==> src/logic/disp_pkg.sv <==
// Assumes 32-bit Avalon read data with the pixel in bits 23:0 and fixed 16-beat bursts
package disp_pkg;

    localparam int DATA_W      = 32;  // Avalon read data width
    localparam int BURST_LEN   = 16;  // Words per burst
    localparam int BURST_BYTES = 64;  // Address step between bursts
    localparam int CNT_W       = 10;  // Sync counter width, enough for 1023 pixels or lines

    typedef logic [25:0] addr_t;      // Avalon byte address

    // One 24-bit RGB pixel as it sits in the low bits of a read word
    typedef struct packed {
        logic [7:0] r;
        logic [7:0] g;
        logic [7:0] b;
    } pixel_t;

endpackage

==> src/logic/disp_fifo_if.sv <==
// FIFO_DEPTH must match the FIFO instance; clr holds the FIFO empty while high
`timescale 1ns/100ps

interface disp_fifo_if
    import disp_pkg::*;
#(
    parameter int FIFO_DEPTH = 1024
) ();

    logic                          wr;     // Write strobe from the fetch side
    pixel_t                        wdata;
    logic [$clog2(FIFO_DEPTH):0]   used;   // Fill count
    logic                          rd;     // Pop request from the output stage
    pixel_t                        rdata;  // Head word
    logic                          empty;
    logic                          clr;    // Frame alignment clear, high during vsync

    modport fetch (output wr, output wdata, input used, input clr);

    modport store (input wr, input wdata, input rd, input clr,
                   output used, output rdata, output empty);

    modport drain (output rd, input rdata, input empty);

endinterface

==> src/logic/disp_ctrl.sv <==
// One burst outstanding at most; a frame fetch armed at frame start begins once the FIFO clear ends
`timescale 1ns/100ps

module disp_ctrl
    import disp_pkg::*;
#(
    parameter int H_ACTIVE   = 640,
    parameter int V_ACTIVE   = 480,
    parameter int FIFO_DEPTH = 1024
) (
    input  logic              clk,
    input  logic              arst_n,
    input  logic              disp_on,
    input  logic              frame_start,
    input  addr_t             disp_addr,
    input  logic              waitrequest,
    input  logic              readdatavalid,
    input  logic [DATA_W-1:0] readdata,
    output addr_t             address,
    output logic              read,
    disp_fifo_if.fetch        fifo
);

    localparam int FRAME_WORDS = H_ACTIVE * V_ACTIVE;
    localparam int REQ_W       = $clog2(FRAME_WORDS + BURST_LEN + 1);

    addr_t                        base_q;
    addr_t                        addr_q;
    logic [REQ_W-1:0]             req_cnt;
    logic [$clog2(BURST_LEN)-1:0] beat_cnt;
    logic                         wait_clr;
    logic                         run;
    logic                         busy;
    logic                         read_q;
    logic                         wr_q;
    logic                         room;
    logic                         issue;

    // Room for a full burst, counting the word still in the write register
    assign room  = (fifo.used <= FIFO_DEPTH - BURST_LEN) && !wr_q;
    assign issue = run && !fifo.clr && !busy && !read_q && room && (req_cnt < FRAME_WORDS);

    always_ff @(posedge clk or negedge arst_n) begin
        if (!arst_n) begin
            wait_clr <= 1'b0;
            run      <= 1'b0;
            base_q   <= '0;
            addr_q   <= '0;
            req_cnt  <= '0;
            read_q   <= 1'b0;
        end else begin
            if (frame_start) begin
                base_q   <= disp_addr;
                wait_clr <= disp_on;  // No fetch at all for a frame started with display off
                run      <= 1'b0;
            end else if (wait_clr && fifo.clr && !read_q) begin
                wait_clr <= 1'b0;
                run      <= 1'b1;
                addr_q   <= base_q;
                req_cnt  <= '0;
            end
            if (issue) begin
                read_q <= 1'b1;
            end else if (read_q && !waitrequest) begin
                read_q  <= 1'b0;
                addr_q  <= addr_q + addr_t'(BURST_BYTES);
                req_cnt <= req_cnt + REQ_W'(BURST_LEN);
            end
        end
    end

    always_ff @(posedge clk or negedge arst_n) begin
        if (!arst_n) begin
            busy     <= 1'b0;
            beat_cnt <= '0;
        end else begin
            if (read_q && !waitrequest) begin
                busy <= 1'b1;
            end else if (readdatavalid && (beat_cnt == BURST_LEN - 1)) begin
                busy <= 1'b0;
            end
            if (readdatavalid) begin
                beat_cnt <= beat_cnt + 1'b1;  // Wraps back to zero after the last beat
            end
        end
    end

    always_ff @(posedge clk or negedge arst_n) begin
        if (!arst_n) begin
            wr_q <= 1'b0;
        end else begin
            wr_q <= readdatavalid;
        end
    end

    always_ff @(posedge clk) begin
        if (readdatavalid) begin
            fifo.wdata <= pixel_t'(readdata[23:0]);
        end
    end

    assign fifo.wr = wr_q;
    assign address = addr_q;
    assign read    = read_q;

endmodule

==> src/flat_wrapper.sv <==
// flat-port wrapper written by rule: the top's interface ports become plain ports
module disp_ctrl_flat import disp_pkg::*;
#(
    parameter int H_ACTIVE   = 640,
    parameter int V_ACTIVE   = 480,
    parameter int FIFO_DEPTH = 1024
)
  (clk, arst_n, disp_on, frame_start, disp_addr, waitrequest, readdatavalid, readdata, address, read, fifo_wr, fifo_wdata, fifo_used, fifo_clr);
  disp_fifo_if #(.FIFO_DEPTH(FIFO_DEPTH)) fifo_i ();
  input  logic clk;
  input  logic arst_n;
  input  logic disp_on;
  input  logic frame_start;
  input  addr_t disp_addr;
  input  logic waitrequest;
  input  logic readdatavalid;
  input  logic [DATA_W-1:0] readdata;
  output addr_t address;
  output logic read;
  output wire logic [$bits(fifo_i.wr)-1:0] fifo_wr;
  output wire logic [$bits(fifo_i.wdata)-1:0] fifo_wdata;
  input wire logic [$bits(fifo_i.used)-1:0] fifo_used;
  input wire logic [$bits(fifo_i.clr)-1:0] fifo_clr;
  assign fifo_wr = fifo_i.wr;
  assign fifo_wdata = fifo_i.wdata;
  assign fifo_i.used = fifo_used;
  assign fifo_i.clr = fifo_clr;
  disp_ctrl #(.H_ACTIVE(H_ACTIVE), .V_ACTIVE(V_ACTIVE), .FIFO_DEPTH(FIFO_DEPTH)) u_core (.clk(clk), .arst_n(arst_n), .disp_on(disp_on), .frame_start(frame_start), .disp_addr(disp_addr), .waitrequest(waitrequest), .readdatavalid(readdatavalid), .readdata(readdata), .address(address), .read(read), .fifo(fifo_i));
endmodule
==> config.mk <==
export PLATFORM = sky130hd
export DESIGN_NAME = disp_ctrl_flat
export DESIGN_NICKNAME = d
export VERILOG_FILES = /design/src/logic/disp_pkg.sv /design/src/logic/disp_fifo_if.sv /design/src/logic/disp_ctrl.sv /design/src/flat_wrapper.sv
export SDC_FILE = /design/constraint.sdc
export NUM_CORES = 1
export LEC_CHECK = 0
export BUFFER_PORTS_ARGS = -buffer_cell sky130_fd_sc_hd__buf_2
export CORE_MARGIN = 5
export CORE_UTILIZATION = 44
export CTS_CLUSTER_SIZE = 20
export DETAILED_ROUTE_END_ITERATION = 12
export GPL_ROUTABILITY_DRIVEN = 1
export PLACE_DENSITY_LB_ADDON = 0.15
export SYNTH_ARGS = -nofsm -noshare
export SYNTH_HDL_FRONTEND = slang
export SYNTH_SLANG_ARGS = --single-unit
==> constraint.sdc <==
create_clock -name clk -period 2.7 [get_ports clk]
set_input_delay 0.27 -clock clk [delete_from_list [all_inputs] [get_ports clk]]
set_output_delay 0.27 -clock clk [all_outputs]
set_load 0.01 [all_outputs]
==> metrics.md <==
| Metric | Value |
|---|---|
| Status | complete, no violations |
| Largest cells by area after synthesis | dfrtp_1 (45%), edfxtp_1 (17%), mux2_2 (7.1%) |
| Flop pwr share | between 50 and 60% |
| Input/output buffers | roughly 120 |
| Avg Cell Area, Syn | about 12 µm² |
| Dpl cell area | about 5000 µm² |
| Power Internal | 2420 µW |
| H-Tree Depth | 3 |
| Combinational group share of total power | about a fifth |
| WHS | roughly 43 ps |
| Vias | around 3,200 |
| Clock transition at path regs | 100 ps |
| I/O pins | about 130 |
| DRC | 0 |
| WL met2 | 4140 µm |
| Number of synthesized flops with an enable pin | 24 |
| Post-Synthesis Cells | 346 |
| Via-per-instance ratio | between 5 and 6 |
| CP Data Arrival Time | between 1500 and 2000 ps |
| CP max FO | 26 |
| Worst EP required | between 2000 and 3000 ps |
| Total Routing Usage GR | between 10% and 20% |
| Slew headroom | between 30% and 40% |
| Grt ovf | 0 |
| Reg2reg start | u_core.read |
| Fillcell total | between 900 and 1,000 |
| Die Y | 109 µm |
| R2r setup slk | between 900 and 1000 ps |
| Clk sinks | 100 |
| Final wirelength | about 9500 µm |
| Minimum clock period | 1750 ps |
| Leak | approximately 0.0023 µW |
| Reg-to-Reg End | u_core.address[6] |
| DR iter-0 viols | roughly 150 |
| Synth top cells by count | dfrtp_1 (76), nand2_1 (43), mux2_2 (27), nor2_1 (25), edfxtp_1 (24) |
| Final setup fails | 0 |
| Final period util | 64.6% |
| Routability cong. | about 0.8 |
| Sequential element share of the synthesized area | 61.4% |
| Switching power | 1110 µW |
| Async set or reset register ratio after synthesis | 76.0% |
| Layout net count | roughly 540 |
| CTS root buf | clkbuf_8 |
| Unrepaired setup endpoints after global routing | no |
| Total Die Area | between 10,000 and 15,000 µm² |
| Synth-to-layout area growth | 21.5% |
| Initial antenna violation count | 1 |
| FMAX | 573 MHz |
| CTS tree | yes |
| Vias in the first global route | 3,071 |
| Distinct cells, synth | 49 |
| Hpwl dp | 6660 µm |
| Initial Util | between 40% and 50% |
| Worst reg2reg path depth | 5 |
| Die width | between 100 and 150 µm |
| Clock Latency Late Sink | around 360 ps |
| Post-CTS Setup Inserts | 0 |
| Met1 WL | 4380 µm |
| ANT cells | 0 |
| Setup CP Type | reg2reg |
| Core area | a little under 10,000 µm² |
| Row count | 36 |
| Met3 wire len | roughly 850 µm |
| Clock buffer depth | 2 |
| Setup slack after layout | around 950 ps |
| Pin count of the biggest net entering global routing | 77 |
| Layout cells sized above 1 | between 30% and 40% |
| Post-CTS Hold Buffers | 0 |
| Clk pwr share | between 20% and 30% |
| Post-CTS sizing | 0 |
| Ys flop type | dfrtp_1 |
| Critical path endpoint category | flop |
| DR top layer | met5 |
| Final hold vios | 0 |
| 1st-pass router iterations | 4 |
| P per Cell Area | 681 nW/µm² |
| Sw Ratio | 31.4% |
| First-pass GRT wire length | approximately 15,000 µm |
| Synthesis Warnings | 0 |
| WL per Instance | between 15 and 20 µm |
| CTS Buf Count | 9 |
| Final instance area | between 5000 and 6000 µm² |
| Hold Crit Class | in2async |
| Slew at the pin with the worst max-slew slack | about 940 ps |
| CP startpoint kind | flop |
| Maximum vdd drop | about 0.29 mV |
| Setup tns final | 0 ps |
| DP Worst Slack | slightly above 900 ps |
| Max Slew Vio Count | 0 |
| Synth area leader | dfrtp_1 |
| Max-cap check violation count | 0 |
| Share of the synthesized area in the top cell type | between 40% and 50% |
| DRT antenna net count | 0 |
| Synthesized area | roughly 4300 µm² |
| Syn Nets | roughly 430 |
| Most frequent cell after synthesis | dfrtp_1 |
| Seq cells post-synth | 100 |
| Final clock skew | 11.5 ps |
flip-flops by register name, summed over array words and instances, names as in the netlist:
signal             cells
u_core.address        26
u_core.base_q         26
u_core.fifo.wdata     24
u_core.req_cnt        15
u_core.beat_cnt        4
u_core.busy            1
u_core.fifo.wr         1
u_core.read            1
u_core.run             1
u_core.wait_clr        1
power by group through the flow:
stage               sequential, µW  clock (µW)  combinational (µW)
detailed placement            2010           0                 669
finish                        1980         895                 659
floorplan                     2020           0                 340
global route                  2010         995                 742
global placement              2000           0                 653
CTS                           1980         930                 672
routing by layer:
| layer | track usage, % | vias to the layer above |
|---|---|---|
| met1 | 22.6 | 1550 |
| li1 | - | 1518 |
| met3 | 5.31 | 8 |
| met2 | 25.3 | 105 |
| met4 | 4.51 | 2 |
| met5 | 0 | - |
layout by cell type, fill, tap and decap left out, types with 3 or more instances in the layout:
master,count
o21ai_0,11
nand2_1,43
nor4_1,4
dfrtp_1,76
buf_2,118
edfxtp_1,24
nor2_1,25
and3_1,4
clkbuf_8,9
nand3_1,16
nor3_1,6
and4_1,3
buf_4,7
inv_1,4
a311oi_1,10
nand4_1,5
mux2_2,27
ha_1,3
o31ai_1,5
a211oi_1,8
a21oi_1,7
o22ai_1,4
o211ai_1,5
xor2_1,6
per-stage QoR:
stage	utilization, %	std cells	total power, µW
3_3_place_gp	51.9	587	2650
6_report	53.8	603	3530
3_5_place_dp	51.9	587	2680
4_1_cts	53.8	603	3580
2_1_floorplan	-	346	2360
5_1_grt	53.8	603	3750
critical path, stage by stage (launching register included):
cell,delay [ps]
dfrtp_1,390
buf_4,170
nor4bb_4,270
buf_4,340
nor2_1,150
a221o_1,310
logic make-up after synthesis:
family / Yosys count / share of synthesized area (%)
multiplexers: 29 / 7.59
flip-flops: 100 / 61.4
AND/OR/NAND/NOR: 125 / 16.1
XOR/XNOR: 8 / 1.64
AO/OA/AOI/OAI: 60 / 9.96
adder cells (fa/ha/maj): 3 / 0.879
buffers and inverters: 21 / 2.46
layout make-up:
type | count | area (µm²) | share of cell area [%]
Sequential cell | 100 | 2620 | 50.6
Multi-Input combinational cell | 225 | 1560 | 30.0
Timing Repair Buffer | 125 | 643 | 12.4
Tap cell | 133 | 166 | 3.21
Clock buffer | 9 | 124 | 2.39
Clock inverter | 7 | 58.8 | 1.13
Inverter | 4 | 15.0 | 0.289
how the worst max path moves through the flow:
| stage | endpoint | from | cells past startpoint |
|---|---|---|---|
| after global routing | u_core.address[16] | u_core.address[6] | 5 |
| after detailed placement | u_core.address[15] | waitrequest | 6 |
| after floorplan | u_core.address[25] | u_core.address[9] | 5 |
| after global placement | u_core.address[15] | waitrequest | 6 |
| final | u_core.address[6] | u_core.read | 5 |
| after CTS | u_core.address[6] | u_core.read | 5 |
(Power assumes the default switching activity.)
