File: config.mk
export PLATFORM = sky130hd
export DESIGN_NAME = syncgen
export DESIGN_NICKNAME = d
export VERILOG_FILES = /design/src/logic/disp_pkg.sv /design/src/logic/syncgen.sv
export SDC_FILE = /design/constraint.sdc
export NUM_CORES = 1
export LEC_CHECK = 0
export BUFFER_PORTS_ARGS = -buffer_cell sky130_fd_sc_hd__buf_2
export CORE_MARGIN = 5
export CORE_UTILIZATION = 25
export DETAILED_ROUTE_END_ITERATION = 6
export PLACE_DENSITY = 0.39
export SLEW_MARGIN = 40
export SYNTH_ARGS = -nofsm -noshare
export SYNTH_HDL_FRONTEND = slang
export SYNTH_SLANG_ARGS = --single-unit
File: constraint.sdc
create_clock -name clk -period 3.2 [get_ports clk]
set_input_delay 0.32 -clock clk [delete_from_list [all_inputs] [get_ports clk]]
set_output_delay 0.32 -clock clk [all_outputs]
set_load 0.005 [all_outputs]
File: src/logic/disp_pkg.sv
// Assumes 32-bit Avalon read data with the pixel in bits 23:0 and fixed 16-beat bursts
package disp_pkg;

    localparam int DATA_W      = 32;  // Avalon read data width
    localparam int BURST_LEN   = 16;  // Words per burst
    localparam int BURST_BYTES = 64;  // Address step between bursts
    localparam int CNT_W       = 10;  // Sync counter width, enough for 1023 pixels or lines

    typedef logic [25:0] addr_t;      // Avalon byte address

    // One 24-bit RGB pixel as it sits in the low bits of a read word
    typedef struct packed {
        logic [7:0] r;
        logic [7:0] g;
        logic [7:0] b;
    } pixel_t;

endpackage

File: src/logic/syncgen.sv
// Pixel rate is clk/2; active region sits at count zero; hs and vs lag the counters by one pixel
`timescale 1ns/100ps

module syncgen
    import disp_pkg::*;
#(
    parameter int H_ACTIVE = 640,
    parameter int H_FRONT  = 16,
    parameter int H_SYNC   = 96,
    parameter int H_BACK   = 48,
    parameter int V_ACTIVE = 480,
    parameter int V_FRONT  = 10,
    parameter int V_SYNC   = 2,
    parameter int V_BACK   = 33
) (
    input  logic clk,
    input  logic arst_n,
    input  logic clr_vblank,
    output logic pix_en,
    output logic vga_clk,
    output logic hs,
    output logic vs,
    output logic active,
    output logic frame_start,
    output logic vblank
);

    localparam int H_TOTAL  = H_ACTIVE + H_FRONT + H_SYNC + H_BACK;
    localparam int V_TOTAL  = V_ACTIVE + V_FRONT + V_SYNC + V_BACK;
    localparam int HS_START = H_ACTIVE + H_FRONT;
    localparam int VS_START = V_ACTIVE + V_FRONT;

    logic             div_q;
    logic [CNT_W-1:0] hcnt;
    logic [CNT_W-1:0] vcnt;
    logic             line_end;
    logic             hs_area;
    logic             vs_area;
    logic             vs_d;

    always_ff @(posedge clk or negedge arst_n) begin
        if (!arst_n) begin
            div_q <= 1'b0;
        end else begin
            div_q <= ~div_q;
        end
    end

    assign pix_en  = div_q;
    assign vga_clk = ~div_q;  // Rises on the clk after each pixel enable

    assign line_end = (hcnt == H_TOTAL - 1);

    always_ff @(posedge clk or negedge arst_n) begin
        if (!arst_n) begin
            hcnt <= '0;
            vcnt <= '0;
        end else if (pix_en) begin
            hcnt <= line_end ? '0 : hcnt + 1'b1;
            if (line_end) begin
                vcnt <= (vcnt == V_TOTAL - 1) ? '0 : vcnt + 1'b1;
            end
        end
    end

    assign hs_area = (hcnt >= HS_START) && (hcnt < HS_START + H_SYNC);
    assign vs_area = (vcnt >= VS_START) && (vcnt < VS_START + V_SYNC);
    assign active  = (hcnt < H_ACTIVE) && (vcnt < V_ACTIVE);

    // Sync pulses carry the same one-pixel delay as the colour path
    always_ff @(posedge clk or negedge arst_n) begin
        if (!arst_n) begin
            hs          <= 1'b1;
            vs          <= 1'b1;
            frame_start <= 1'b0;
        end else begin
            if (pix_en) begin
                hs <= ~hs_area;
                vs <= ~vs_area;
            end
            frame_start <= pix_en && line_end && (vcnt == V_ACTIVE - 1);  // Into front porch
        end
    end

    always_ff @(posedge clk or negedge arst_n) begin
        if (!arst_n) begin
            vs_d   <= 1'b1;
            vblank <= 1'b0;
        end else begin
            vs_d <= vs;
            if (vs_d && !vs) begin
                vblank <= 1'b1;  // Set has priority over a clear in the same cycle
            end else if (clr_vblank) begin
                vblank <= 1'b0;
            end
        end
    end

endmodule

==> results of run 1 <==
==> worst max-delay path: stages (launching register included) <==
cell and delay [ns]:
dfrtp_1 0.43, or4b_4 0.60, or3_4 0.42, or4_1 0.50
nand2_1 0.08
==> worst paths after layout <==
path | startpoint | to | depth (start not counted)
min in group clk | clr_vblank | vblank | 2
max | hcnt[6] | vcnt[4] | 4
max reg2reg | hcnt[6] | vcnt[4] | 4
max in group asynchronous | arst_n | hs | 1
min reg2reg | vs | vs_d | 0
min | arst_n | vcnt[1] | 1
==> power by group <==
part           internal [µW]      switching (µW)  leakage [µW]  total, µW
clock                   89.0                99.2     0.0000228        188
combinational          0.906                6.24      0.000300       7.14
sequential               328  0.0000000000000239      0.000339        328
total                    418                 105      0.000661        524
==> registers in the layout, indices dropped and copies added, names as in the netlist <==
signal,cells
vs,1
vs_d,1
hs,1
vblank,1
pix_en,1
vcnt,10
hcnt,10
frame_start,1
==> area by class of cell <==
type	instances	share of cell area [%]
multi-input combinational	89	40.8
clock buffer	4	3.05
inverter	11	2.80
timing repair buffer	9	3.05
tap	70	5.93
sequential	26	44.3
==> metal layers <==
layer / wire length, µm / global-route usage [%]
met1: 1320 / 11.5
met3: 94 / 2.63
met5: 0 / 0
met4: 32 / 2.99
met2: 1190 / 14.1
==> stage by stage <==
stage	hold WS [ns]	area, µm²
2_1_floorplan	0.0244	1300
3_3_place_gp	0.362	1430
3_5_place_dp	0.359	1430
4_1_cts	0.0574	1470
5_1_grt	0.100	1480
6_report	0.0333	1480
==> logic make-up (layout without fill, tap and decap cells) <==
kind of cell    Yosys count  after routing  synth area share [%]
flops                    26             26                  50.5
buf+inv                  12             24                  3.47
xor+xnor                 10             10                  6.76
fa+ha+maj                 5              5                  4.83
simple gates             55             55                  24.2
mux                       1              1                 0.772
compound gates           18             18                  9.46
==> placed cells by master (no fill, tap or decap), drive strengths merged, types with 2 or more instances in the layout <==
| master | Yosys | layout |
|---|---|---|
| and3 | 3 | 3 |
| and4 | 2 | 2 |
| buf | 0 | 9 |
| clkbuf | 1 | 4 |
| dfrtp | 23 | 23 |
| dfstp | 3 | 3 |
| ha | 5 | 5 |
| inv | 11 | 11 |
| nand2 | 14 | 14 |
| nand3 | 8 | 8 |
| nand4 | 3 | 3 |
| nand4b | 2 | 2 |
| nor2 | 7 | 7 |
| nor3 | 4 | 4 |
| nor4 | 3 | 3 |
| o21a | 3 | 3 |
| o21ai | 4 | 4 |
| o22ai | 3 | 3 |
| or4 | 2 | 2 |
| xnor2 | 5 | 5 |
| xor2 | 5 | 5 |
==> flow_metrics.tcl, run 1 <==
set metrics [dict create \
    initial_utilization_pct 25.5 \
    gp_congestion 0.766 \
    pre_cts_ws_ns 1.14 \
    synth_area_per_cell_um2 10.2 \
    initialDrtViolationCount 41 \
    dp_cells 205 \
    synth_top_area_share_pct 44.4 \
    gr-usage-all-layers_pct 8.87 \
    seq_area_um2 654 \
    cts.clk_slew.worst_paths_ns 0.09 \
    hpwl_um 1930 \
    final_util_pct 29.1 \
    ys_seq_elements 26 \
    setup_viol 0 \
    cts_buffers 3 \
    die_w_um 82.0 \
    worst_slew_pin_slew_ns 0.585 \
    maxCapViolations 0 \
    max_freq_mhz 482 \
    cp.required_ns 3.41 \
    grt_pass1_vias 936 \
    rsz0062_at_grt "false" \
    finalSetupTns_ns 0 \
    maxSlewHeadroom_pct 60.8 \
    critPathArrivalTime_ns 2.29 \
    cts_setup_buffers 0 \
    cts_max_path_buffers 2 \
    maxSlewViolCount 0 \
    via_per_inst 4.55 \
    min_period_over_period_pct 64.9 \
    die_area_um2 6720 \
    synth_top_area_cell "dfrtp_1" \
    hold_class "input pin to asynchronous set/reset pin" \
    synthTopCellsByArea "dfrtp_1, dfstp_2, ha_1" \
    p_leak_uw 0.000661 \
    drt_wl_total_um 2640 \
    fin_crit_ns 2.08 \
    cts_hold_buffers 0 \
    ant_nets 0 \
    nFillCells 570 \
    antenna_found_initial 0 \
    die_h_um 82.0 \
    reg2reg_slack_ns 1.12 \
    grt_max_degree 27 \
    final_cells 209 \
    wl_per_cell_um 12.6 \
    drt-pass1-iter-count 4 \
    synth_common_cells "dfrtp_1, nand2_1, inv_1" \
    fin_nets 148 \
    status "finished clean" \
    ys.flop_type "dfrtp_1" \
    pwr_density_cell_nw_per_um2 355 \
    num_rows 26 \
    syn_inst 127 \
    area_growth_pct 13.9 \
    numPortBuffers 9 \
    finalHoldViolations 0 \
    synth_most_common_cell "dfrtp_1" \
    power_uw 524 \
    criticalPathCategory "flop to flop" \
    yosys_warnings 0 \
    cts_tree "built" \
    htree_levels 1 \
    antenna_cells 0 \
    drive_gt1_share_pct 14.4 \
    ys_seq_area_share_pct 50.5 \
    multi_input_area_um2 603 \
    grt_overflow_total 0 \
    cts_root_buf "clkbuf_8" \
    clock-sinks 26 \
    io_pins 10 \
    synth-edff-count 0 \
    clock_skew_ns 0.0116 \
    netlist_area_um2 1300 \
    synth_nets 135 \
    synthArstFlopShare_pct 100 \
    vias 950 \
    core-area_um2 5070 \
    start_kind "flop" \
    critPathCaptureType "flop" \
    synth_cell_type_count 37 \
    drc 0 \
    path_max_fanout 5 \
    vdd_drop_max_mv 0.158 \
    cts_resized 0 \
    insertion_delay_ns 0.27 \
    grt_pass1_wl_um 4500 \
    setup_slack_ns 1.12 \
]
Power figures use the tool's default switching activity.
==> run 2: changes to the inputs <==
- clock period: 3.2 -> 2 ns (I/O delays scaled with it)
==> run 2 against run 1 <==
  * Sequential share of layout area shrank 3.4 points
  * First-iteration DRC count shrank 29%
  * Final cell count increased by 8.1%
  * Clock skew shrank 0.0057 ns
  * Sequential power is 60% higher
  * Design area up 8.4%
==> flow_metrics.tcl, run 2 (synthesis results as in run 1) <==
set metrics [dict create \
    status "finished clean" \
    max_freq_mhz 523 \
    layout_commonest_cell "dfrtp_1" \
    initialDrtViolationCount 29 \
    numPortBuffers 9 \
    p_leak_uw 0.000746 \
    drt_wl_total_um 2860 \
    grt_overflow_total 0 \
    nFillCells 557 \
    io_pins 10 \
    grt_pass1_wl_um 4820 \
    gp_congestion 0.748 \
    clock-sinks 26 \
    gr-usage-all-layers_pct 9.59 \
    pwr_density_cell_nw_per_um2 532 \
    multi_input_area_um2 597 \
    top_regs "hcnt (10), vcnt (10)" \
    num_rows 26 \
    hold_class "input pin to flop" \
    grt_max_degree 27 \
    fin_nets 165 \
    finalSetupTns_ns 0 \
    seq_area_um2 654 \
    insertion_delay_ns 0.27 \
    clock_skew_ns 0.00587 \
    reg2reg_to "vcnt[4]" \
    cts_max_path_buffers 2 \
    cts_resized 0 \
    grt_pass1_vias 1023 \
    maxCapViolations 0 \
    wl_per_cell_um 12.6 \
    criticalPathCategory "flop to flop" \
    worst_slew_pin_slew_ns 0.583 \
    area_growth_pct 23.5 \
    die_area_um2 6720 \
    critPathArrivalTime_ns 2.12 \
    die_h_um 82.0 \
    startpoint "hcnt[7]" \
    r2r-start "hcnt[7]" \
    cts_root_buf "clkbuf_8" \
    min_period_over_period_pct 95.5 \
    rsz0062_at_grt "false" \
    r2r_cells 4 \
    vdd_drop_max_mv 0.278 \
    core-area_um2 5070 \
    fin_crit_ns 1.91 \
    setup_viol 0 \
    final_util_pct 31.5 \
    drt-pass1-iter-count 4 \
    vias 1035 \
    finalHoldViolations 0 \
    cts.clk_slew.worst_paths_ns 0.09 \
    drc 0 \
    antenna_cells 0 \
    path_max_fanout 4 \
    cp.required_ns 2.21 \
    die_w_um 82.0 \
    critPathCaptureType "flop" \
    drive_gt1_share_pct 22.4 \
    hpwl_um 2120 \
    whs_ns 0.105 \
    maxSlewViolCount 0 \
    endpoint "vcnt[4]" \
    htree_levels 1 \
    via_per_inst 4.58 \
    hp-start "clr_vblank" \
    antenna_found_initial 0 \
    ant_nets 0 \
    initial_utilization_pct 25.5 \
    cts_tree "built" \
    reg2reg_slack_ns 0.09 \
    cts_buffers 3 \
    maxSlewHeadroom_pct 61.1 \
    final_cell_mix "dfrtp_1, buf_4, nand2_1, inv_1, buf_2" \
    start_kind "flop" \
]
==> run 2: cell types whose count changed in the layout (fill, tap and decap cells not counted) <==
cell           change
nor4bb_2           -1
buf_4             +16
dlygate4sd3_1      +1
nor4bb_1           +1
==> run 2: how the worst min path moves through the flow <==
stage	to	slack, ns	cells after the start
after global routing	vblank	0.1	2
final	vblank	0.10	2
after detailed placement	vcnt[1]	0.25	1
after global placement	vcnt[1]	0.24	1
after CTS	vblank	0.10	2
after floorplan	frame_start	-0.1	0
==> run 2: final cells by class <==
type	instances	area share (%)
sequential	26	40.9
multi-input combinational	89	37.3
timing repair buffer	26	10.9
tap	70	5.47
clock buffer	4	2.81
inverter	11	2.58
==> run 2: what timing repair did <==
item	in CTS	in global routing
hold buffers	1	0
buffers inserted	1	2
pin swaps	1	3
endpoints found under the setup margin	1	1
endpoints found under the hold margin	23	0
==> run 2: worst max-delay path, stage by stage, from the launching register on <==
cell and delay [ns]:
dfrtp_1 0.40, or4b_4 0.56, or3_4 0.40, or4_1 0.41, nand2_1 0.08
==> run 2: metal layers <==
layer	GRT usage, %	wire, µm	up-vias
met5	0	0	-
met4	3.49	46	0
met3	3.18	88	4
met2	15.3	1350	11
met1	12.0	1370	511
li1	-	-	509
==> run 2: per-stage QoR <==
| stage | power, µW | instances | setup slack [ns] | area, µm² |
|---|---|---|---|---|
| floorplan | 536 | 127 | 0.0165 | 1300 |
| global placement | 548 | 218 | 0.0571 | 1520 |
| detailed placement | 549 | 218 | 0.0390 | 1520 |
| CTS | 865 | 224 | 0.0155 | 1590 |
| global route | 896 | 226 | 0.0279 | 1600 |
| finish | 851 | 226 | 0.0892 | 1600 |
==> run 2: power breakdown <==
group	internal, µW	total, µW	switching (µW)	leakage, µW
logic	2.71	13.0	10.3	0.000385
clock network	143	312	169	0.0000228
registers	526	526	0.0000000000000380	0.000339
