[src/logic/disp_pkg.sv]
// Assumes 32-bit Avalon read data with the pixel in bits 23:0 and fixed 16-beat bursts
package disp_pkg;

    localparam int DATA_W      = 32;  // Avalon read data width
    localparam int BURST_LEN   = 16;  // Words per burst
    localparam int BURST_BYTES = 64;  // Address step between bursts
    localparam int CNT_W       = 10;  // Sync counter width, enough for 1023 pixels or lines

    typedef logic [25:0] addr_t;      // Avalon byte address

    // One 24-bit RGB pixel as it sits in the low bits of a read word
    typedef struct packed {
        logic [7:0] r;
        logic [7:0] g;
        logic [7:0] b;
    } pixel_t;

endpackage

[src/logic/disp_fifo_if.sv]
// FIFO_DEPTH must match the FIFO instance; clr holds the FIFO empty while high
`timescale 1ns/100ps

interface disp_fifo_if
    import disp_pkg::*;
#(
    parameter int FIFO_DEPTH = 1024
) ();

    logic                          wr;     // Write strobe from the fetch side
    pixel_t                        wdata;
    logic [$clog2(FIFO_DEPTH):0]   used;   // Fill count
    logic                          rd;     // Pop request from the output stage
    pixel_t                        rdata;  // Head word
    logic                          empty;
    logic                          clr;    // Frame alignment clear, high during vsync

    modport fetch (output wr, output wdata, input used, input clr);

    modport store (input wr, input wdata, input rd, input clr,
                   output used, output rdata, output empty);

    modport drain (output rd, input rdata, input empty);

endinterface

[src/logic/disp_out.sv]
// Colour and blank_n lag the active flag by one pixel; an empty FIFO shows as black
`timescale 1ns/100ps

module disp_out
    import disp_pkg::*;
(
    input  logic       clk,
    input  logic       arst_n,
    input  logic       pix_en,
    input  logic       active,
    input  logic       disp_on,
    disp_fifo_if.drain fifo,
    output logic [7:0] vga_r,
    output logic [7:0] vga_g,
    output logic [7:0] vga_b,
    output logic       vga_blank_n
);

    pixel_t pix_q;
    logic   fetch;

    assign fetch   = pix_en && active && disp_on;
    assign fifo.rd = fetch;

    always_ff @(posedge clk or negedge arst_n) begin
        if (!arst_n) begin
            pix_q       <= '0;
            vga_blank_n <= 1'b0;
        end else if (pix_en) begin
            vga_blank_n <= active;  // Blanking follows timing even with display off
            if (fetch && !fifo.empty) begin
                pix_q <= fifo.rdata;
            end else begin
                pix_q <= '0;
            end
        end
    end

    assign vga_r = pix_q.r;
    assign vga_g = pix_q.g;
    assign vga_b = pix_q.b;

endmodule

[src/flat_wrapper.sv]
// flat-port wrapper written by rule: the top's interface ports become plain ports
module disp_out_flat import disp_pkg::*;
  (clk, arst_n, pix_en, active, disp_on, vga_r, vga_g, vga_b, vga_blank_n, fifo_rd, fifo_rdata, fifo_empty);
  disp_fifo_if fifo_i ();
  input  logic clk;
  input  logic arst_n;
  input  logic pix_en;
  input  logic active;
  input  logic disp_on;
  output logic [7:0] vga_r;
  output logic [7:0] vga_g;
  output logic [7:0] vga_b;
  output logic vga_blank_n;
  output wire logic [$bits(fifo_i.rd)-1:0] fifo_rd;
  input wire logic [$bits(fifo_i.rdata)-1:0] fifo_rdata;
  input wire logic [$bits(fifo_i.empty)-1:0] fifo_empty;
  assign fifo_rd = fifo_i.rd;
  assign fifo_i.rdata = fifo_rdata;
  assign fifo_i.empty = fifo_empty;
  disp_out u_core (.clk(clk), .arst_n(arst_n), .pix_en(pix_en), .active(active), .disp_on(disp_on), .fifo(fifo_i), .vga_r(vga_r), .vga_g(vga_g), .vga_b(vga_b), .vga_blank_n(vga_blank_n));
endmodule
[config.mk]
export PLATFORM = sky130hd
export DESIGN_NAME = disp_out_flat
export DESIGN_NICKNAME = d
export VERILOG_FILES = /design/src/logic/disp_pkg.sv /design/src/logic/disp_fifo_if.sv /design/src/logic/disp_out.sv /design/src/flat_wrapper.sv
export SDC_FILE = /design/constraint.sdc
export NUM_CORES = 1
export LEC_CHECK = 0
export BUFFER_PORTS_ARGS = -buffer_cell sky130_fd_sc_hd__buf_2
export CAP_MARGIN = 20
export CORE_MARGIN = 4
export CORE_UTILIZATION = 43
export DETAILED_ROUTE_END_ITERATION = 6
export GPL_TIMING_DRIVEN = 0
export PLACE_DENSITY_LB_ADDON = 0.25
export SYNTH_ARGS = -nofsm -noshare
export SYNTH_HDL_FRONTEND = slang
export SYNTH_SLANG_ARGS = --single-unit
[constraint.sdc]
create_clock -name clk -period 0.8 [get_ports clk]
set_input_delay 0.16 -clock clk [delete_from_list [all_inputs] [get_ports clk]]
set_output_delay 0.16 -clock clk [all_outputs]
set_load 0.005 [all_outputs]
==> summary.txt, run 1 <==
status - finished with violations
failing checks - negative setup slack
Max Slew Vio Count - 0
dominant cells by area after synthesis - dfrtp_1 59%, o22ai_1 13%, inv_1 8.4%
Mapped Area - 1070 sq um
CTS buffer count - 3
initial antenna violation count - 0
hpwl dp - 1.87 mm
htree depth - 1
CP required - 0.64 ns
Design Area, Final - 1480 sq um
final wirelength - 2.54 mm
sequential fraction of the synthesis area - 58.5%
Clk pin slew, worst setup/hold paths - 0.13 ns
Clock power frac - 24.4%
layout cells sized above 1 - 44.6%
diode count - 0
Die ar. - 3350 sq um
Tmin final - 1.02 ns
largest net degree at the start of global routing - 26
CTS Buffer Depth - 2
routed len/inst - 12.5 um
CP delay by family, top - flip-flops
Fillers - 205
Mapped Nets - 138
vias in the first global route - 963
Port Buffers - 54
Gate power share - 16.0%
most frequent cells after synthesis - 25 x dfrtp_1, 24 x inv_1, 24 x nand2_1
post-synthesis cell type count - 10
CTS Sinks - 25
top-count cell post-synth - dfrtp_1
Die Y - 57.9 um
placed standard-cell area - 1370 sq um
RSZ-0062 raised after global routing - true
max frequency - 977 MHz
Final #Nets - 206
sw frac - 24.6%
1st-pass router iterations - 4
Die Width - 57.9 um
crit-path max FO - 2
Slew @ Worst Pin - 0.335 ns
slew margin rel. - 77.6%
crit path launch type - flop
Hold Vio Cnt, Final - 0
first-pass GRT wire length - 4.23 mm
Final setup viols - 26
CP max-delay cell - dfrtp_1
CP Cell Sequence - buf_2
Worst Setup End Kind - output port
worst min path class - primary input to flop
Power per Cell Area - 1510 nW/um^2
Power Internal - 0.00169 W
GPL Wtd Cong - 0.664
Syn. warnings - 0
Util after Layout - 64.5%
Root Driver - clkbuf_4
FF+latch count, synth - 25
worst path arrival time - 0.86 ns
iteration-0 DRC count of the detailed router - 23
core area - 2300 sq um
Final Cycle Share - 128%
number of synthesized flops with an enable pin - 0
Routed Antenna Nets - 0
area grow syn2layout - 38.8%
Overall Power - 0.00224 W
total grt overflow - 0
Buf/Inv on CP - 1
insertion delay to the later sink of the worst-skew pair - 0.31 ns
Worst path max stage delay - 0.42 ns
maximum vdd ir drop - 0.918 mV
Via Count - 972
share of the synthesized area in the top cell type - 58.5%
Initial Util - 46.5%
Cell Rows - 17
Synth async-reset ratio - 100%
switching pwr - 0.000550 W
largest area contributor in the netlist - dfrtp_1
average instance area after synthesis - 9.89 sq um
Clock Skew - 0 ns
setup ws final - -0.223 ns
DRC viols - 0
Seq pwr share - 59.7%
CTS tree - done
total track usage - 16.2%
routed vias/inst - 4.79
WS Path Type - flop to output port
max-cap violations - 0
gate count of the mapped netlist - 108
leakage - 0.824 nW
Top-Level Pins - 56
ys flop type - dfrtp_1
-- worst paths after layout --
check / startpoint / endpoint / slack [ns] / depth (start not counted)
min: fifo_rdata[11] / u_core.vga_g[3]$_DFFE_PN0P_ / 0.07 / 3
max in group asynchronous: arst_n / u_core.vga_r[4]$_DFFE_PN0P_ / 0.26 / 2
max: u_core.vga_b[0]$_DFFE_PN0P_ / vga_b[0] / -0.22 / 1
min reg2reg: u_core.vga_g[2]$_DFFE_PN0P_ / u_core.vga_g[2]$_DFFE_PN0P_ / 0.53 / 2
max reg2reg: u_core.vga_b[0]$_DFFE_PN0P_ / u_core.vga_b[0]$_DFFE_PN0P_ / -0.06 / 4
min in group asynchronous: arst_n / u_core.vga_r[0]$_DFFE_PN0P_ / 0.30 / 2
-- registers in the layout, indices dropped and copies added (netlist names) --
name and cells:
u_core.vga_b 8, u_core.vga_blank_n 1, u_core.vga_g 8, u_core.vga_r 8
-- what timing repair did --
item | CTS | global route
pin swaps | 0 | 1
endpoints found under the setup margin | 26 | 43
endpoints found under the hold margin | 25 | 0
setup buffers | 3 | 7
hold buffers | 1 | 0
gates resized for setup | 0 | 5
-- metal layers --
metal	vias to the layer above	wire length [um]	global-route usage, %
met1	458	1050	19.7
met5	-	0	0
li1	480	-	-
met3	2	199	2.90
met4	0	17	5.96
met2	32	1270	28.4
-- layout by cell type (no fill, tap or decap), drive strengths merged --
| cell | synthesis | routed |
|---|---|---|
| o22ai | 24 | 24 |
| and3 | 1 | 1 |
| dlygate4sd3 | 0 | 1 |
| mux2 | 1 | 1 |
| nand3b | 1 | 1 |
| nand2 | 24 | 24 |
| inv | 24 | 24 |
| dfrtp | 25 | 25 |
| clkbuf | 0 | 5 |
| buf | 8 | 69 |
-- cell type report --
cell class / instances / area (sq um) / share of cell area, %
repair buffers: 64 / 358 / 24.1
flip-flops and latches: 25 / 626 / 42.2
well taps: 28 / 35.0 / 2.36
multi-input cells: 51 / 294 / 19.8
plain buffers: 7 / 53.8 / 3.63
clock buffers: 4 / 26.3 / 1.77
inverters: 24 / 90.1 / 6.08
-- cells by family after synthesis --
kind of cell | after synthesis | share of synthesized area [%]
DFF | 25 | 58.5
AOI/OAI and AO/OA | 24 | 14.6
muxes | 1 | 1.40
and+or+nand+nor | 26 | 10.9
buffers and inverters | 32 | 14.5
-- power groups by stage --
stage	Clock (W)	Sequential, W	Combinational [W]
after floorplan	0	0.00137	0.000149
after global placement	0	0.00136	0.000322
after detailed placement	0	0.00136	0.000335
after CTS	0.000566	0.00134	0.000341
after global routing	0.000633	0.00134	0.000402
final	0.000545	0.00134	0.000358
-- through the flow --
step / TNS, ns / worst slack (ns) / cells / hold WS, ns
final: -4.85 / -0.223 / 203 / 0.0708
after global routing: -6.23 / -0.277 / 203 / 0.0431
after CTS: -5.04 / -0.212 / 197 / 0.0610
after detailed placement: -0.642 / -0.0498 / 190 / 0.182
after global placement: -0.107 / -0.0219 / 190 / 0.176
after floorplan: 0 / 0.0147 / 108 / -0.136
Note: power is estimated with default switching activity, not from simulation.
==> run 2, diff against run 1 <==
--- a/config.mk
+++ b/config.mk
@@ -7,7 +7,7 @@
 export LEC_CHECK = 0
 export BUFFER_PORTS_ARGS = -buffer_cell sky130_fd_sc_hd__buf_2
 export CAP_MARGIN = 20
-export CORE_MARGIN = 4
+export CORE_MARGIN = 3
 export CORE_UTILIZATION = 43
 export DETAILED_ROUTE_END_ITERATION = 6
 export GPL_TIMING_DRIVEN = 0
@@ -15,3 +15,4 @@
 export SYNTH_ARGS = -nofsm -noshare
 export SYNTH_HDL_FRONTEND = slang
 export SYNTH_SLANG_ARGS = --single-unit
+export TNS_END_PERCENT = 1
==> run 2 against run 1 <==
Effect of this change: the flow still finishes with violations (negative setup slack); total power decreased by 0.52%; clock skew is the same; first-iteration DRC count is 35% lower; global-route usage is 0.81 points lower; final area down 3.5%; worst setup slack gained 0.021 ns; via count shrank 5.2%; non-clock buffer count is 8 lower.
==> summary.txt, run 2 (same netlist as run 1, synthesis figures left out) <==
hold slack - 0.0655 ns (-0.00532 ns)
total track usage - 15.4% (-0.81 points)
Initial Util - 46.9% (+0.43 points)
Clock Skew - 0 ns (unchanged)
reg2reg start - u_core.vga_blank_n$_DFFE_PN0P_
maximum vdd ir drop - 1.13 mV (+23%)
Die Y - 55.9 um (-3.5%)
Worst path max stage delay - 0.41 ns (about the same)
Post-CTS Setup Repair Bufs - 0 (-3)
Via Count - 921 (-5.2%)
Design Area, Final - 1430 sq um (-3.5%)
Cell Rows - 17 (unchanged)
crit path launch type - flop
worst path arrival time - 0.84 ns (-0.02 ns)
Hold Crit Endpoint - u_core.vga_b[4]$_DFFE_PN0P_
met3 usage - 4.64% (+1.7 points)
CP max-delay cell - dfrtp_1
Tmin final - 1.00 ns (-0.0205 ns)
reg-to-reg slack, setup - 0.04 ns (+0.10 ns)
commonest non-fill, non-tap cell in the layout - buf_2
routed vias/inst - 4.72 (-1.4%)
M2 GR Usage - 23.8% (-4.6 points)
vias in the first global route - 883 (-8.3%)
setup TNS - -4.80 ns (+0.0569 ns)
Die Width - 55.9 um (-3.5%)
Top Usage Layer GRT - met2
GRT met1 Usage - 20.4% (+0.73 points)
Root Driver - clkbuf_4
CTS Sinks - 25 (unchanged)
CTS tree - done
most frequent cells in the layout - 56 x buf_2, 25 x dfrtp_1, 24 x inv_1, 24 x nand2_1, 23 x o22ai_1
max-cap violations - 0 (unchanged)
GPL Wtd Cong - 0.753 (+13%)
1st-pass router iterations - 4 (unchanged)
CTS buffer count - 3 (unchanged)
setup ws final - -0.203 ns (+0.0205 ns)
hpwl dp - 1.74 mm (-6.6%)
WHS Path Cells - 3 (unchanged)
status - finished with violations
Top-Level Pins - 56 (unchanged)
CP required - 0.64 ns (about the same)
CP Cell Sequence - buf_2
layout cells sized above 1 - 41.3% (-3.3 points)
core area - 2280 sq um (-0.93%)
Hold Vio Cnt, Final - 0 (unchanged)
final wirelength - 2.34 mm (-7.9%)
first-pass GRT wire length - 3.87 mm (-8.5%)
Critical Path Start - u_core.vga_b[4]$_DFFE_PN0P_
Worst Setup End Kind - output port
leakage - 0.781 nW (-5.2%)
worst r2r path cells - 1 (-3)
Overall Power - 0.00223 W (-0.52%)
placed standard-cell area - 1370 sq um (unchanged)
iteration-0 DRC count of the detailed router - 15 (-35%)
WS Path Type - flop to output port
slew margin rel. - 77.3% (-0.34 points)
insertion delay to the later sink of the worst-skew pair - 0.31 ns (about the same)
crit-path max FO - 2 (unchanged)
CP delay by family, top - flip-flops
total grt overflow - 0 (unchanged)
largest net degree at the start of global routing - 26 (unchanged)
Max Slew Vio Count - 0 (unchanged)
routed len/inst - 12.0 um (-4.1%)
Power per Cell Area - 1560 nW/um^2 (+3.0%)
reg-to-reg endpoint - u_core.vga_blank_n$_DFFE_PN0P_
CTS Buffer Depth - 2 (unchanged)
DRC viols - 0 (unchanged)
Slew @ Worst Pin - 0.340 ns (+0.00512 ns)
pre-CTS WS - -0.0358 ns (+0.0140 ns)
Routed Antenna Nets - 0 (unchanged)
Final Cycle Share - 125% (-2.6 points)
initial antenna violation count - 0 (unchanged)
Buf/Inv on CP - 1 (unchanged)
Port Buffers - 54 (unchanged)
Die ar. - 3120 sq um (-6.8%)
htree depth - 1 (unchanged)
Final #Nets - 198 (-3.9%)
Clk pin slew, worst setup/hold paths - 0.13 ns (about the same)
diode count - 0 (unchanged)
area grow syn2layout - 34.0%
failing checks - negative setup slack
worst min path class - primary input to flop
Final setup viols - 26 (unchanged)
max frequency - 997 MHz (+2.0%)
RSZ-0062 raised after global routing - true
hold_sp - fifo_rdata[4]
[run 2: cell count changes in the layout (fill, tap and decap cells not counted), sizes merged]
cell,change
buf,-8
[run 2: cell type report]
type	count	area, sq um
sequential	25	626
timing repair buffer	55	289
inverter	24	90.1
tap	28	35.0
fill	209	845
clock buffer	4	26.3
buffer	8	72.6
multi-input combinational	51	293
[run 2: worst max-delay path by stage]
stage | to | slack (ns) | depth (start not counted)
after floorplan | u_core.vga_blank_n$_DFFE_PN0P_ | 0.01 | 3
after global placement | u_core.vga_b[6]$_DFFE_PN0P_ | -0.01 | 4
after detailed placement | u_core.vga_g[3]$_DFFE_PN0P_ | -0.04 | 4
after CTS | vga_b[4] | -0.22 | 1
after global routing | vga_g[4] | -0.25 | 1
final | vga_b[4] | -0.20 | 1
[run 2: what timing repair did]
action / 4_1_cts / 5_1_grt
hold buffers: 1 / 0
hold endpoints to repair: 25 / 0
cloned: 0 / 0
gates resized for setup: 2 / 3
endpoints found under the setup margin: 26 / 51
[run 2: metal layers]
metal  wire length, um  up-vias
met2              1090       32
li1                  -      471
met5                 0        -
met4                13        0
met3               204        2
met1              1040      416
[run 2: stage by stage]
step / utilization (%) / instances
4_1_cts: 62.3 / 195
2_1_floorplan: - / 108
5_1_grt: 62.9 / 195
6_report: 62.9 / 195
3_3_place_gp: 60.4 / 190
3_5_place_dp: 60.4 / 190
[run 2: power by group]
part | leakage, nW | switching [W] | internal, W
clock network | 0.0150 | 0.000359 | 0.000194
logic | 0.425 | 0.000167 | 0.000173
registers | 0.341 | 0.0000229 | 0.00131
total | 0.781 | 0.000549 | 0.00168
